[src/hdl/armCtrlPkg.sv]
package armCtrlPkg;

  // ==================================================
  // Widths
  // ==================================================
  localparam int instrWidth = 32;

  typedef logic [instrWidth-1:0] instrT;   // Raw instruction word
  typedef logic [3:0]            condT;    // Condition field, instr[31:28]
  typedef logic [3:0]            flagsT;   // NZCV, N on top
  typedef logic [3:0]            aluCtrlT; // Data-processing opcode to ALU
  typedef logic [3:0]            byteMaskT; // One enable per byte lane
  typedef logic [1:0]            srcSelT;  // Register / immediate source select

  // Flag bit positions inside flagsT
  localparam int flagN = 3;
  localparam int flagZ = 2;
  localparam int flagC = 1;
  localparam int flagV = 0;

  // Data-processing opcodes, instr[24:21]
  localparam aluCtrlT opAnd = 4'h0;
  localparam aluCtrlT opEor = 4'h1;
  localparam aluCtrlT opSub = 4'h2;
  localparam aluCtrlT opRsb = 4'h3;
  localparam aluCtrlT opAdd = 4'h4;
  localparam aluCtrlT opAdc = 4'h5;
  localparam aluCtrlT opSbc = 4'h6;
  localparam aluCtrlT opRsc = 4'h7;
  localparam aluCtrlT opTst = 4'h8;
  localparam aluCtrlT opTeq = 4'h9;
  localparam aluCtrlT opCmp = 4'hA;
  localparam aluCtrlT opCmn = 4'hB;
  localparam aluCtrlT opOrr = 4'hC;
  localparam aluCtrlT opMov = 4'hD;
  localparam aluCtrlT opBic = 4'hE;
  localparam aluCtrlT opMvn = 4'hF;

  // Condition codes, 4'hF is never
  localparam condT condEq = 4'h0;
  localparam condT condNe = 4'h1;
  localparam condT condCs = 4'h2;
  localparam condT condCc = 4'h3;
  localparam condT condMi = 4'h4;
  localparam condT condPl = 4'h5;
  localparam condT condVs = 4'h6;
  localparam condT condVc = 4'h7;
  localparam condT condHi = 4'h8;
  localparam condT condLs = 4'h9;
  localparam condT condGe = 4'hA;
  localparam condT condLt = 4'hB;
  localparam condT condGt = 4'hC;
  localparam condT condLe = 4'hD;
  localparam condT condAl = 4'hE;

  // ==================================================
  // Stage control words
  // ==================================================
  typedef struct packed {
    logic       aluSrc;      // 1 = immediate operand B
    aluCtrlT    aluControl;
    logic [1:0] flagWrite;   // [1] NZ, [0] CV
    logic       regWrite;
    logic       memWrite;
    logic       memtoReg;
    logic       branch;
    logic       pcSrc;       // Writes R15
    logic       byteAccess;  // LDRB / STRB
    logic       isLoadStore;
    logic       noRegWrite;  // TST TEQ CMP CMN
    condT       cond;
  } decodeCtrlT;

  typedef struct packed {
    logic       regWrite;
    logic       memWrite;
    logic       memtoReg;
    logic       pcSrc;
    logic       byteAccess;
    logic [1:0] byteOffset;
    byteMaskT   byteMask;
    logic       setFlags;
    flagsT      flagsNext;
  } memCtrlT;

  typedef struct packed {
    logic       regWrite;
    logic       memtoReg;
    logic       pcSrc;
    logic       loadByte;
    logic [1:0] byteOffset;
    logic       setFlags;
    flagsT      flagsNext;
  } wbCtrlT;

endpackage

[src/hdl/armController.sv]
`timescale 1ns/10ps

module armController (
  input  logic                 clk,
  input  logic                 rst,
  // Datapath inputs
  input  armCtrlPkg::instrT    instrD,
  input  armCtrlPkg::flagsT    aluFlagsE,
  input  logic                 shifterCarryE,
  input  logic [1:0]           aluResultE,    // Address low bits
  // Hazard unit
  input  logic                 stallE, stallM, stallW,
  input  logic                 flushE, flushM, flushW,
  // Decode outputs
  output armCtrlPkg::srcSelT   regSrcD, immSrcD,
  output logic                 aluSrcD,
  // Execute outputs
  output logic                 branchTakenE,
  output armCtrlPkg::aluCtrlT  aluControlE,
  output logic                 aluSrcE,
  output armCtrlPkg::flagsT    flagsE,
  // Memory outputs
  output logic                 memWriteM, regWriteM, memtoRegM,
  output armCtrlPkg::byteMaskT byteMaskM,
  // Writeback outputs
  output logic                 regWriteW, memtoRegW, pcSrcW, loadByteW,
  output logic [1:0]           byteOffsetW
);

  armCtrlPkg::decodeCtrlT ctrlD;
  armCtrlPkg::memCtrlT    ctrlE;

  // ==================================================
  // Decode, Execute, Memory / Writeback
  // ==================================================
  instrDecoder uDecoder (
    .instrD  (instrD),
    .regSrcD (regSrcD),
    .immSrcD (immSrcD),
    .aluSrcD (aluSrcD),
    .ctrlD   (ctrlD)
  );

  executeStage uExecute (
    .clk           (clk),
    .rst           (rst),
    .stallE        (stallE),
    .flushE        (flushE),
    .ctrlD         (ctrlD),
    .flagsE        (flagsE),        // Loops back from memWb forwarding
    .aluFlagsE     (aluFlagsE),
    .shifterCarryE (shifterCarryE),
    .aluAddrE      (aluResultE),
    .aluControlE   (aluControlE),
    .aluSrcE       (aluSrcE),
    .branchTakenE  (branchTakenE),
    .ctrlE         (ctrlE)
  );

  memWbStages uMemWb (
    .clk (clk), .rst (rst),
    .stallM (stallM), .flushM (flushM), .stallW (stallW), .flushW (flushW),
    .ctrlE (ctrlE),
    .memWriteM (memWriteM), .regWriteM (regWriteM), .memtoRegM (memtoRegM),
    .byteMaskM (byteMaskM),
    .regWriteW (regWriteW), .memtoRegW (memtoRegW), .pcSrcW (pcSrcW),
    .loadByteW (loadByteW), .byteOffsetW (byteOffsetW),
    .flagsE (flagsE)
  );

endmodule

[src/hdl/condUnit.sv]
`timescale 1ns/10ps

module condUnit (
  input  armCtrlPkg::condT  cond,
  input  armCtrlPkg::flagsT flags,        // Forwarded flags seen by Execute
  input  armCtrlPkg::flagsT aluFlags,     // This instruction's ALU result flags
  input  logic              shifterCarry,
  input  logic [1:0]        flagWrite,    // [1] NZ, [0] CV
  output logic              condEx,
  output armCtrlPkg::flagsT flagsNext
);

  logic n, z, c, v;

  assign n = flags[armCtrlPkg::flagN];
  assign z = flags[armCtrlPkg::flagZ];
  assign c = flags[armCtrlPkg::flagC];
  assign v = flags[armCtrlPkg::flagV];

  // Condition check
  always_comb begin
    case (cond)
      armCtrlPkg::condEq: condEx = z;
      armCtrlPkg::condNe: condEx = ~z;
      armCtrlPkg::condCs: condEx = c;
      armCtrlPkg::condCc: condEx = ~c;
      armCtrlPkg::condMi: condEx = n;
      armCtrlPkg::condPl: condEx = ~n;
      armCtrlPkg::condVs: condEx = v;
      armCtrlPkg::condVc: condEx = ~v;
      armCtrlPkg::condHi: condEx = c & ~z;        // Unsigned higher
      armCtrlPkg::condLs: condEx = ~c | z;
      armCtrlPkg::condGe: condEx = n == v;        // Signed
      armCtrlPkg::condLt: condEx = n != v;
      armCtrlPkg::condGt: condEx = ~z & (n == v);
      armCtrlPkg::condLe: condEx = z | (n != v);
      armCtrlPkg::condAl: condEx = 1'b1;
      default:            condEx = 1'b0;          // 1111 never
    endcase
  end

  // Next flags
  always_comb begin
    flagsNext = flags;
    if (flagWrite[1]) begin
      flagsNext[armCtrlPkg::flagN] = aluFlags[armCtrlPkg::flagN];
      flagsNext[armCtrlPkg::flagZ] = aluFlags[armCtrlPkg::flagZ];
    end
    if (flagWrite[0]) begin
      flagsNext[armCtrlPkg::flagC] = aluFlags[armCtrlPkg::flagC];
      flagsNext[armCtrlPkg::flagV] = aluFlags[armCtrlPkg::flagV];
    end else if (flagWrite[1]) begin
      flagsNext[armCtrlPkg::flagC] = shifterCarry; // Logical op, V kept
    end
  end

endmodule

[src/hdl/executeStage.sv]
`timescale 1ns/10ps

module executeStage (
  input  logic                   clk,
  input  logic                   rst,
  input  logic                   stallE,
  input  logic                   flushE,
  input  armCtrlPkg::decodeCtrlT ctrlD,
  input  armCtrlPkg::flagsT      flagsE,        // Forwarded from M / W / register
  input  armCtrlPkg::flagsT      aluFlagsE,
  input  logic                   shifterCarryE,
  input  logic [1:0]             aluAddrE,      // Low address bits from ALU
  output armCtrlPkg::aluCtrlT    aluControlE,
  output logic                   aluSrcE,
  output logic                   branchTakenE,
  output armCtrlPkg::memCtrlT    ctrlE
);

  armCtrlPkg::decodeCtrlT ctrlRegE;
  logic                   condExE;
  armCtrlPkg::flagsT      flagsNextE;
  armCtrlPkg::byteMaskT   byteMaskE;
  logic                   regWriteGatedE;

  // ==================================================
  // Decode to Execute register
  // ==================================================
  always_ff @(posedge clk) begin
    if (rst) begin
      ctrlRegE <= '0;
    end else if (!stallE) begin
      ctrlRegE <= flushE ? '0 : ctrlD;                // Flush inserts a bubble
    end
  end

  assign aluControlE = ctrlRegE.aluControl;
  assign aluSrcE     = ctrlRegE.aluSrc;

  condUnit uCond (
    .cond         (ctrlRegE.cond),
    .flags        (flagsE),
    .aluFlags     (aluFlagsE),
    .shifterCarry (shifterCarryE),
    .flagWrite    (ctrlRegE.flagWrite),
    .condEx       (condExE),
    .flagsNext    (flagsNextE)
  );

  // Compare class computes flags only
  assign regWriteGatedE = ctrlRegE.regWrite & condExE & ~ctrlRegE.noRegWrite;
  assign branchTakenE   = ctrlRegE.branch & condExE;

  // Store lane enables, little endian lanes
  always_comb begin
    if (!ctrlRegE.isLoadStore) begin
      byteMaskE = '0;
    end else if (ctrlRegE.byteAccess) begin
      byteMaskE = armCtrlPkg::byteMaskT'(1) << aluAddrE; // One lane
    end else begin
      byteMaskE = 4'b1111;                           // Whole word
    end
  end

  // ==================================================
  // Controls toward Memory
  // ==================================================
  always_comb begin
    ctrlE            = '0;
    ctrlE.regWrite   = regWriteGatedE;
    ctrlE.memWrite   = ctrlRegE.memWrite & condExE;
    ctrlE.memtoReg   = ctrlRegE.memtoReg;
    ctrlE.pcSrc      = ctrlRegE.pcSrc & condExE;
    ctrlE.byteAccess = ctrlRegE.byteAccess;
    ctrlE.byteOffset = ctrlRegE.isLoadStore ? aluAddrE : 2'b00;
    ctrlE.byteMask   = byteMaskE;
    ctrlE.setFlags   = (|ctrlRegE.flagWrite) & condExE; // Failed cond leaves flags alone
    ctrlE.flagsNext  = flagsNextE;
  end

endmodule

[src/hdl/instrDecoder.sv]
`timescale 1ns/10ps

module instrDecoder (
  input  armCtrlPkg::instrT      instrD,
  output armCtrlPkg::srcSelT     regSrcD,
  output armCtrlPkg::srcSelT     immSrcD,
  output logic                   aluSrcD,
  output armCtrlPkg::decodeCtrlT ctrlD
);

  logic                isDp, isLoadStore, isBranch;
  logic                immBit;  // instr[25]
  logic                loadBit; // L bit at instr[20] in load/store
  logic                upBit;   // U bit picks add or subtract of the offset
  logic                byteBit; // B bit at instr[22]
  logic                sBit;    // Set flags
  armCtrlPkg::aluCtrlT opcode;
  logic [3:0]          rd;
  logic                regWrite, memWrite, memtoReg;
  logic                isArith, isCompare;
  armCtrlPkg::aluCtrlT aluControl;
  logic [1:0]          flagWrite;

  // Instruction fields
  assign immBit  = instrD[25];
  assign loadBit = instrD[20];
  assign sBit    = instrD[20];
  assign upBit   = instrD[23];
  assign byteBit = instrD[22];
  assign opcode  = instrD[24:21];
  assign rd      = instrD[15:12];

  // Class by bits 27:26
  assign isDp        = instrD[27:26] == 2'b00;
  assign isLoadStore = instrD[27:26] == 2'b01;
  assign isBranch    = instrD[27:25] == 3'b101; // 100 is block transfer and stays undecoded

  // Arithmetic opcodes also write C and V
  assign isArith   = opcode inside {armCtrlPkg::opSub, armCtrlPkg::opRsb, armCtrlPkg::opAdd,
                                    armCtrlPkg::opAdc, armCtrlPkg::opSbc, armCtrlPkg::opRsc,
                                    armCtrlPkg::opCmp, armCtrlPkg::opCmn};
  assign isCompare = isDp & (opcode inside {armCtrlPkg::opTst, armCtrlPkg::opTeq,
                                            armCtrlPkg::opCmp, armCtrlPkg::opCmn});

  // ==================================================
  // Main control
  // ==================================================
  always_comb begin
    regSrcD  = 2'b00;
    immSrcD  = 2'b00;
    aluSrcD  = 1'b0;
    regWrite = 1'b0;
    memWrite = 1'b0;
    memtoReg = 1'b0;
    case (instrD[27:26])
      2'b00: begin                    // Data processing
        aluSrcD  = immBit;             // I bit picks rotated imm8
        regWrite = 1'b1;
      end
      2'b01: begin                    // LDR / STR
        immSrcD = 2'b01;               // imm12 offset
        aluSrcD = ~immBit;             // Here I=0 means immediate
        if (loadBit) begin
          memtoReg = 1'b1;
          regWrite = 1'b1;
        end else begin
          regSrcD  = 2'b10;            // Rd read as store data
          memWrite = 1'b1;
        end
      end
      2'b10: if (immBit) begin        // B
        regSrcD = 2'b01;               // Rn port reads PC
        immSrcD = 2'b10;               // imm24 word offset
        aluSrcD = 1'b1;
      end
      default: ;                       // Coprocessor and SWI space decode as no-op
    endcase
  end

  // ALU opcode and flag write
  always_comb begin
    if (isLoadStore) begin
      aluControl = upBit ? armCtrlPkg::opAdd : armCtrlPkg::opSub; // Rn +/- offset
      flagWrite  = 2'b00;
    end else if (isDp) begin
      aluControl = opcode;
      flagWrite  = {sBit, sBit & isArith}; // Logical ops leave CV to the shifter
    end else begin
      aluControl = armCtrlPkg::opAdd;  // Branch target add
      flagWrite  = 2'b00;
    end
  end

  // ==================================================
  // Control word to Execute
  // ==================================================
  always_comb begin
    ctrlD             = '0;
    ctrlD.aluSrc      = aluSrcD;
    ctrlD.aluControl  = aluControl;
    ctrlD.flagWrite   = flagWrite;
    ctrlD.regWrite    = regWrite;
    ctrlD.memWrite    = memWrite;
    ctrlD.memtoReg    = memtoReg;
    ctrlD.branch      = isBranch;
    ctrlD.pcSrc       = ((rd == 4'hF) & regWrite & ~isCompare) | isBranch; // R15 target
    ctrlD.byteAccess  = isLoadStore & byteBit;
    ctrlD.isLoadStore = isLoadStore;
    ctrlD.noRegWrite  = isCompare;
    ctrlD.cond        = instrD[31:28];
  end

endmodule

[src/hdl/memWbStages.sv]
`timescale 1ns/10ps

module memWbStages (
  input  logic                 clk,
  input  logic                 rst,
  input  logic                 stallM,
  input  logic                 flushM,
  input  logic                 stallW,
  input  logic                 flushW,
  input  armCtrlPkg::memCtrlT  ctrlE,
  output logic                 memWriteM,
  output logic                 regWriteM,
  output logic                 memtoRegM,
  output armCtrlPkg::byteMaskT byteMaskM,
  output logic                 regWriteW,
  output logic                 memtoRegW,
  output logic                 pcSrcW,
  output logic                 loadByteW,
  output logic [1:0]           byteOffsetW,
  output armCtrlPkg::flagsT    flagsE
);

  armCtrlPkg::memCtrlT ctrlM;
  armCtrlPkg::wbCtrlT  ctrlW;
  armCtrlPkg::wbCtrlT  ctrlWNext;
  armCtrlPkg::flagsT   flagsReg; // Committed NZCV

  // ==================================================
  // Memory stage
  // ==================================================
  always_ff @(posedge clk) begin
    if (rst) begin
      ctrlM <= '0;
    end else if (!stallM) begin
      ctrlM <= flushM ? '0 : ctrlE;
    end
  end

  assign memWriteM = ctrlM.memWrite;
  assign regWriteM = ctrlM.regWrite;
  assign memtoRegM = ctrlM.memtoReg;
  assign byteMaskM = ctrlM.byteMask;

  // Fields carried into Writeback
  always_comb begin
    ctrlWNext            = '0;
    ctrlWNext.regWrite   = ctrlM.regWrite;
    ctrlWNext.memtoReg   = ctrlM.memtoReg;
    ctrlWNext.pcSrc      = ctrlM.pcSrc;
    ctrlWNext.loadByte   = ctrlM.byteAccess & ctrlM.memtoReg;    // LDRB only
    ctrlWNext.byteOffset = ctrlM.byteOffset;
    ctrlWNext.setFlags   = ctrlM.setFlags;
    ctrlWNext.flagsNext  = ctrlM.flagsNext;
  end

  // ==================================================
  // Writeback stage and flags
  // ==================================================
  always_ff @(posedge clk) begin
    if (rst) begin
      ctrlW <= '0;
    end else if (!stallW) begin
      ctrlW <= flushW ? '0 : ctrlWNext;
    end
  end

  always_ff @(posedge clk) begin
    if (rst) begin
      flagsReg <= '0;
    end else if (ctrlW.setFlags && !stallW) begin
      flagsReg <= ctrlW.flagsNext;                               // Commit one cycle after W
    end
  end

  assign regWriteW   = ctrlW.regWrite;
  assign memtoRegW   = ctrlW.memtoReg;
  assign pcSrcW      = ctrlW.pcSrc;
  assign loadByteW   = ctrlW.loadByte;
  assign byteOffsetW = ctrlW.byteOffset;

  // Youngest pending flags win
  assign flagsE = ctrlM.setFlags ? ctrlM.flagsNext :
                  ctrlW.setFlags ? ctrlW.flagsNext : flagsReg;

endmodule

[config.mk]
export PLATFORM = sky130hd
export DESIGN_NAME = armController
export DESIGN_NICKNAME = d
export VERILOG_FILES = /design/src/hdl/armCtrlPkg.sv /design/src/hdl/armController.sv /design/src/hdl/condUnit.sv /design/src/hdl/executeStage.sv /design/src/hdl/instrDecoder.sv /design/src/hdl/memWbStages.sv
export SDC_FILE = /design/constraint.sdc
export NUM_CORES = 1
export LEC_CHECK = 0
export BUFFER_PORTS_ARGS = -buffer_cell sky130_fd_sc_hd__buf_2
export CAP_MARGIN = 30
export CORE_ASPECT_RATIO = 0.8
export CORE_MARGIN = 2
export CORE_UTILIZATION = 48
export CTS_BUF_LIST = sky130_fd_sc_hd__clkbuf_2 sky130_fd_sc_hd__clkbuf_4 sky130_fd_sc_hd__clkbuf_8
export DETAILED_ROUTE_END_ITERATION = 8
export GPL_TIMING_DRIVEN = 0
export MAX_ROUTING_LAYER = met4
export PLACE_DENSITY_LB_ADDON = 0.05
export SYNTH_ARGS = -nofsm -noshare
export SYNTH_HDL_FRONTEND = slang
export SYNTH_SLANG_ARGS = --single-unit
[constraint.sdc]
create_clock -name clk -period 1.75 [get_ports clk]
set_input_delay 0.175 -clock clk [delete_from_list [all_inputs] [get_ports clk]]
set_output_delay 0.175 -clock clk [all_outputs]
set_load 0.01 [all_outputs]
======== After elaboration in Yosys (flattened, before gate mapping) ========
Cells that the tools add are included.
word-level totals
  register bits ........................... 50
  input bits .............................. 47
  logic and storage cells ................. 121
cells by class
  eq/ne operators ......................... 30
  shift-type cells ........................ 1
  multiplexer cells ....................... 30
  bitwise logic cells ..................... 24
  reduce and logical (&&, ||, !) cells .... 7
operators by type and width
  operator               count
  $eq A4 B4 Y1 const B   12
  $eq A4 B3 Y1 const B   8
  $mux W4                6
  $mux W19               1
  $eq A4 B2 Y1 const B   4
  $mux W16               1
  $pmux W1 S15           1
  $and A1 B1 Y1          14
  $mux W2                6
  $mux W11               1
  $mux W1                9
  $pmux W2 S2            2
  $reduce_bool A8 Y1     1
  $not A1 Y1             7
  $eq A4 B1 Y1 const B   1
  $logic_not A4 Y1       1
  $reduce_bool A4 Y1     1
  $shl A1 B2 Y4 const A  1
  $eq A3 B3 Y1 const B   1
  $mux W3                1
  $or A1 B1 Y1           3
  $pmux W1 S3            1
  $eq A2 B1 Y1 const B   1
  $eq A2 B2 Y1 const B   1
  other kinds (7)        7

======== Logic depth before layout (Yosys ltp) ========
Gate-level depths: netlist (run 1).
  word-level depth ........................ 8
  mapped depth ............................ 9
  depth with buffers taken out ............ 8

======== Hierarchy ========
From an unflattened synthesis (run 1), not the netlist that was laid out.
unflattened totals
  cells, all modules ...................... 317
  area total of the unflattened synthesis .. 2782.7 µm²
modules (own cells, without submodules)
  module        times used  cells each  area an instance (µm²)  seq. area each (µm²)
  memWbStages   1           137         1280.0                  620.6
  executeStage  1           108         975.9                   380.4
  instrDecoder  1           41          297.8                   0.0
  condUnit      1           31          229.0                   0.0

======== Worst setup path after synthesis (run 1) ========
OpenSTA, ideal clock, no wires.
  kind .................................... reg-to-output
  start point ............................. register uMemWb.ctrlW[4] (netlist bit)
  end point ............................... output branchTakenE
  data arrival time ....................... 1.694 ns
  required time ........................... 1.575 ns
  path slack .............................. -0.119 ns
  cell stages (with the launch flop) ...... 10
  cell sequence ........................... dfxtp_1 > buf_6 > mux2_4 > mux2i_4 > inv_2 > nand2_2 > mux2i_1 > a211oi_2 > o21ai_2 > and2_1
between the ends
  cells in the longest elaborated chain, start to end .. 6
ends and longest elaborated chain
  element                 line                            source
  from (decl)             memWbStages.sv:24               armCtrlPkg::wbCtrlT ctrlW;
  from (signal assigned)  memWbStages.sv:63               ctrlW <= flushW ? '0 : ctrlWNext;
  $mux W4 (*)             memWbStages.sv:83               ctrlW.setFlags ? ctrlW.flagsNext : flagsReg;
  $mux W4 (*)             memWbStages.sv:82               assign flagsE = ctrlM.setFlags ? ctrlM.flagsNext :
  via flagsE[1]           armController.sv:21             output armCtrlPkg::flagsT flagsE,
  $not A1 Y1              condUnit.sv:26, condUnit.sv:32
  $or A1 B1 Y1            condUnit.sv:32                  armCtrlPkg::condLs: condEx = ~c | z;
  $pmux W1 S15 (*)        condUnit.sv:22                  case (cond)
  $and A1 B1 Y1 (*)       executeStage.sv:51              assign branchTakenE = ctrlRegE.branch & condExE;
  to (decl)               armController.sv:18             output logic branchTakenE,
The timed path passes the listed nets; every way through them passes the cells marked *.

======== Worst setup path after layout (run 1) ========
  start point ............................. register uMemWb.ctrlW[4] (netlist bit)
  end point ............................... output branchTakenE
between the ends
  cells in the longest elaborated chain, start to end .. 6
ends and longest elaborated chain
  element                                     line                            source
  $mux W4 (*)                                 memWbStages.sv:83
  $mux W4 (*)                                 memWbStages.sv:82
  $ne A1 B1 Y1, or another cell as far along  condUnit.sv:34, condUnit.sv:36
  $or A1 B1 Y1, or another cell as far along  condUnit.sv:36                  armCtrlPkg::condLe: condEx = z | (n != v);
  $pmux W1 S15 (*)                            condUnit.sv:22
  $and A1 B1 Y1 (*)                           executeStage.sv:51
Mark *: on every way between the ends. The rest lies on a longest branch, timed or not.

==> results.yml, run 1 <==
route:
  via_per_inst: 5.24
  antenna_left: 0
  drt_wl_total_mm: 5.92
  first_iter_violations: 91
  first_pass_iters: 4
  num_vias: 2205
  avgRoutedWirePerCell_um: 14.1
  drc: 0
sta:
  slew_viol_final: 0
  fmax_mhz: 426
  tightestPinTransition_ns: 0.770
  layout_setup_ws_ns: -0.598
  finalSetupViolCount: 6
  grt_setup_unrepaired: "yes"
  clock_skew_ns: 0.00741
  fin_crit_sh_pct: 134
  period_minus_slack_ns: 2.35
  maxSlewHeadroom_pct: 48.0
  final-hold-violation-count: 0
floorplan:
  die_w_um: 83.9
  dieArea_mm2: 0.00570
  row_count: 23
  initial_core_util_pct: 49.5
  io_pins: 75
  core_area_mm2: 0.00495
  fp.dieH_um: 67.9
grt:
  met3_usage_pct: 3.50
  grt_antenna_before_repair: 0
  grtUsageTotal_pct: 21.3
  met2_usage_pct: 35.1
  grt_pass1_vias: 2014
  busiest_layer: "met2"
  gr-usage-met1_pct: 28.4
  overflow: 0
  grt_pass1_wl_mm: 9.47
  grt_max_degree: 15
final_layout:
  design_area_mm2: 0.00299
  drive_gt1_share_pct: 29.0
  n_antenna_cell: 0
  final_nets: 408
  syn2layout_area_growth_pct: 22.2
worst_setup_path:
  critPathMaxFanout: 6
  path_delay_family: "compound AO/OA/AOI/OAI gates"
  worstPathRequired_ns: 1.57
  crit_cells: 9
  end_kind: "output port"
  path_class: "register to output port"
  cp_slowest_cell: "dfxtp_2"
  worst-path-buf-inv: 2
  cp_slowest_stage_delay_ns: 0.33
  cp_cell_sequence: "buf_6, mux2i_2, o21ai_4, nor2_1, xor2_1, o2111a_1, o21ai_2, and2_4, buf_6"
  r2r_slack_ns: -0.26
  cp.arrival_ns: 2.17
  reg2reg_depth: 9
  cp-start-kind: "register"
  cp_common_cell: "buf_6"
synthesis:
  yosysMostFrequentCell: "nor2_1"
  synth-edff-count: 0
  synth_flop_cell: "dfxtp_1"
  synth_area_leaders: "dfxtp_1, nor2_1, a21oi_1"
  yosysSeqAreaShare_pct: 40.9
  yosys_warnings: 0
  synth_top_area_cell: "dfxtp_1"
  synth_commonest_cells: "nor2_1, dfxtp_1, a21oi_1"
  synth_top_area_share_pct: 40.9
  synthArstFlopShare_pct: 0
  synth_seq_cells: 50
  postSynthNetCount: 339
  syn_inst: 289
  synth_cell_types: 54
  syn_area_per_cell_um2: 8.48
  netlist_area_mm2: 0.00245
job:
  cap_violations: 0
power_and_ir_drop:
  power_w: 0.00206
  max-vdd-ir-drop_mv: 0.369
  leakagePower_nw: 1.29
  power_density_mw_per_mm2: 689
clock_tree:
  cts_sinks: 50
  clk_latency_ns: 0.29
  cts_tree: "done"
  cts_buffers: 5
  clkTransAtPathRegs_ns: 0.09
  cts.path.max_buffers: 2
  cts-root-buf: "clkbuf_8"
  htree_levels: 2
min_path:
  min_path_cells: 3
  hold_path.class: "primary input to register"
placement:
  hpwl_mm: 4.30
  port_buffers: 57
  place.gp.congestion: 0.808
  placed_cell_area_mm2: 0.00282
  post-place-ws_ns: -0.397
outcome:
  outcome: "complete, but fails checks"
  violations: "negative setup slack"
[cell families after synthesis]
kind of cell / count (synthesis) / synth area share, %
and+or+nand+nor: 114 / 23.4
AOI/OAI and AO/OA: 68 / 18.8
DFF: 50 / 40.9
buffers and inverters: 38 / 7.97
muxes: 14 / 6.69
adders and majority gates: 3 / 1.53
xor gates and xnor gates: 2 / 0.715
[per-layer routing]
metal / up-vias / routed length (um)
met2: 38 / 2680
met5: - / 0
met1: 1018 / 2960
met3: 4 / 226
met4: 0 / 60
li1: 1145 / -
[worst paths after layout]
check / start / end
setup / recovery: uMemWb.ctrlW[4] / branchTakenE
hold / removal: instrD[21] / uExecute.aluControlE[0]
hold reg to reg: uExecute.aluControlE[2] / uExecute.aluControlE[2]
setup reg to reg: uMemWb.ctrlW[4] / uMemWb.ctrlM[12]
[worst min-delay path, cell delays in order]
cell,delay [ns]
buf_2,0.08
a22oi_1,0.05
nor2_1,0.07
[timing repair]
item,in CTS,in global routing
setup endpoints to repair,5,6
setup buffers,3,3
resized for setup,2,6
endpoints found under the hold margin,0,0
pin swaps,3,5
hold buffers,0,0
[per-stage QoR]
step	hold slack, ns	utilization [%]	instances	setup TNS, ns
after floorplan	0.319	-	289	-0.166
after global placement	0.408	56.9	408	-1.10
after detailed placement	0.421	56.9	408	-1.13
after CTS	0.121	59.4	418	-1.63
after global routing	0.130	60.5	421	-2.06
final	0.118	60.5	421	-1.63
[cell usage in the layout, fill, tap and decap left out, types with 7 or more instances in the layout]
master,instances
a21oi_1,24
o21ai_0,7
mux2i_1,8
nor3b_1,13
buf_4,16
a22oi_1,16
clkbuf_1,11
nand2_1,14
buf_2,57
dfxtp_1,49
nor2_1,53
[area by class of cell]
class,instances,area [um^2]
Buffer,30,168
Clock buffer,7,90.1
Clock inverter,1,5.00
Fill cell,487,1960
Inverter,8,30.0
Multi-Input combinational cell,201,1290
Sequential cell,50,1000
Tap cell,62,77.6
Timing Repair Buffer,62,329
[where the power goes]
group / internal, W / switching [W] / total, W
sequential: 0.00115 / 0.00000792 / 0.00116
combinational: 0.0000793 / 0.000130 / 0.000209
clock: 0.000335 / 0.000362 / 0.000697
total: 0.00156 / 0.000500 / 0.00206
[flip-flops by register name (all words and copies together) (netlist names), 2 cells and up]
| signal | cells |
|---|---|
| uExecute.ctrlRegE | 12 |
| uMemWb.ctrlW | 5 |
| uMemWb.flagsReg | 4 |
| uExecute.aluControlE | 4 |
| uMemWb.ctrlM | 9 |
| uMemWb.byteMaskM | 4 |
| uExecute.ctrlE | 2 |
| uMemWb.byteOffsetW | 2 |
(Power assumes the default switching activity.)
==> run 2: changes to the inputs <==
Settings changed: ABC_AREA from default to 1, ABC_CLOCK_PERIOD_IN_PS from default to 1750, CORE_UTILIZATION 48 to 49, SYNTH_HIERARCHICAL from default to 1.
==> results.yml, run 2 <==
worst_setup_path:
  worstPathRequired_ns: 1.57
  r2r_start: "uMemWb/ctrlW[4]"
  path_class: "register to output port"
  cp-start-kind: "register"
  cp.arrival_ns: 1.90
  end_kind: "output port"
  r2r-end: "uMemWb/regWriteM"
  critPathMaxFanout: 6
  r2r_slack_ns: -0.23
  reg2reg_depth: 17
floorplan:
  fp.dieH_um: 69.8
  core_area_mm2: 0.00512
  initial_core_util_pct: 51.8
  die_w_um: 86.2
  row_count: 23
  io_pins: 75
  dieArea_mm2: 0.00602
sta:
  final-hold-violation-count: 0
  slew_viol_final: 0
  clock_skew_ns: 0.00456
  fmax_mhz: 482
  fin_crit_sh_pct: 119
  holdWs_ns: 0.121
  layout_setup_ws_ns: -0.326
  tightestPinTransition_ns: 0.430
  grt_setup_unrepaired: "yes"
  period_minus_slack_ns: 2.08
  finalSetupViolCount: 6
  maxSlewHeadroom_pct: 71.3
clock_tree:
  cts_sinks: 50
  clkTransAtPathRegs_ns: 0.09
  cts_tree: "done"
  cts.path.max_buffers: 2
  cts_buffers: 5
  htree_levels: 2
  cts-root-buf: "clkbuf_8"
  clk_latency_ns: 0.30
synthesis:
  yosysMostFrequentCell: "nand2_1"
  synth_cell_types: 25
  synth-edff-count: 0
  syn_inst: 384
  postSynthNetCount: 435
  synth_top_area_share_pct: 37.8
  yosys_warnings: 6
  synth_area_leaders: "dfxtp_1, nand2_1, a21oi_1"
  synth_top_area_cell: "dfxtp_1"
  netlist_area_mm2: 0.00265
  synth_seq_cells: 50
  synth_flop_cell: "dfxtp_1"
  synth_commonest_cells: "nand2_1, dfxtp_1, a21oi_1"
  synthArstFlopShare_pct: 0
  syn_area_per_cell_um2: 6.90
  yosysSeqAreaShare_pct: 37.8
outcome:
  outcome: "complete, but fails checks"
  violations: "negative setup slack"
final_layout:
  final_nets: 512
  most-common-layout-cells: "nand2_1, buf_2, dfxtp_1, buf_4, a21oi_1"
  n_fill_cell: 479
  reg_top3: "uExecute/ctrlRegE (12), uMemWb/ctrlM (9), uMemWb/ctrlW (5)"
  largest_reg_flops: 12
  n_antenna_cell: 0
  multi_input_area_mm2: 0.00137
  final_cells: 524
  seqCellArea_mm2: 0.00101
  max_flop_register: "uExecute/ctrlRegE"
  utilization_pct: 66.4
  final_common_cell: "nand2_1"
  syn2layout_area_growth_pct: 28.2
  drive_gt1_share_pct: 37.0
placement:
  port_buffers: 52
  post-place-ws_ns: -0.202
  hpwl_mm: 4.40
  placedCellCount: 498
  place.gp.congestion: 0.858
grt:
  grt_max_degree: 16
  grtUsageTotal_pct: 21.8
  grt_pass1_wl_mm: 10.4
  grt_pass1_vias: 2364
  overflow: 0
  grt_antenna_before_repair: 0
job:
  cap_violations: 0
min_path:
  hold_path.class: "primary input to register"
  min_path_cells: 3
  hold_end: "uExecute/ctrlRegE[3]"
  min_from: "instrD[31]"
route:
  antenna_left: 0
  first_pass_iters: 6
  num_vias: 2585
  first_iter_violations: 78
  via_per_inst: 4.93
  avgRoutedWirePerCell_um: 12.0
  drt_wl_total_mm: 6.28
  drc: 0
power_and_ir_drop:
  leakagePower_nw: 1.54
  power_density_mw_per_mm2: 654
  max-vdd-ir-drop_mv: 0.412
run 2: metrics by stage:
| step | setup TNS (ns) | area [um^2] | total power, W |
|---|---|---|---|
| after floorplan | 0 | 2690 | 0.00134 |
| after global placement | -0.497 | 3030 | 0.00141 |
| after detailed placement | -0.637 | 3030 | 0.00142 |
| after CTS | -0.984 | 3280 | 0.00224 |
| after global routing | -1.96 | 3400 | 0.00233 |
| final | -1.18 | 3400 | 0.00222 |
run 2: cells by family after synthesis:
logic type	Yosys count	synth area share, %
compound gates	72	14.1
fa+ha+maj	4	1.89
buf+inv	68	15.7
flops	50	37.8
simple gates	190	30.6
run 2: how the worst max path moves through the flow:
stage                         start          endpoint  cells past startpoint
finish              uMemWb/ctrlW[4]      branchTakenE                     14
global route        uMemWb/ctrlW[4]      branchTakenE                     14
CTS                 uMemWb/ctrlW[4]      branchTakenE                     13
detailed placement  uMemWb/ctrlM[4]  uMemWb/regWriteM                     16
global placement    uMemWb/ctrlM[4]  uMemWb/regWriteM                     16
floorplan           uMemWb/ctrlM[4]  uMemWb/regWriteM                     16
run 2: power breakdown:
group / internal [W] / leakage, nW / switching [W] / total [W]
combinational: 0.000103 / 1.08 / 0.000136 / 0.000239
clock: 0.000443 / 0.0548 / 0.000385 / 0.000827
sequential: 0.00115 / 0.405 / 0.0000103 / 0.00116
run 2: repair_timing:
item / in CTS / in global routing
pin swaps: 9 / 16
setup buffers: 14 / 5
hold buffers: 0 / 0
endpoints found under the setup margin: 5 / 6
resized for setup: 14 / 26
run 2: routing by layer:
metal | global-route usage, % | share of wire [%] | vias up
met5 | - | 0 | -
met3 | 4.52 | 4.6 | 8
met1 | 29.2 | 50 | 1179
met4 | 5.38 | 1.1 | 0
li1 | - | - | 1339
met2 | 33.8 | 45 | 59
run 2: layout make-up:
type	instances	area share, %
plain buffers	40	9.13
clock buffers	6	2.25
clock inverters	2	1.10
inverters	28	3.31
multi-input cells	266	40.3
flip-flops and latches	50	29.7
well taps	62	2.28
repair buffers	70	11.9
run 2: worst max-delay path, cell delays in order (launching register included):
cell and delay (ns):
dfxtp_4 0.39, inv_6 0.08, o21ai_4 0.06, o21ai_4 0.22
inv_2 0.10, nand2_4 0.10, nand3b_4 0.09, nand2_4 0.09
nand2_2 0.06, nand2_2 0.08, nor2_2 0.04, nand2_2 0.09
nand2_2 0.07, inv_2 0.05, buf_6 0.09
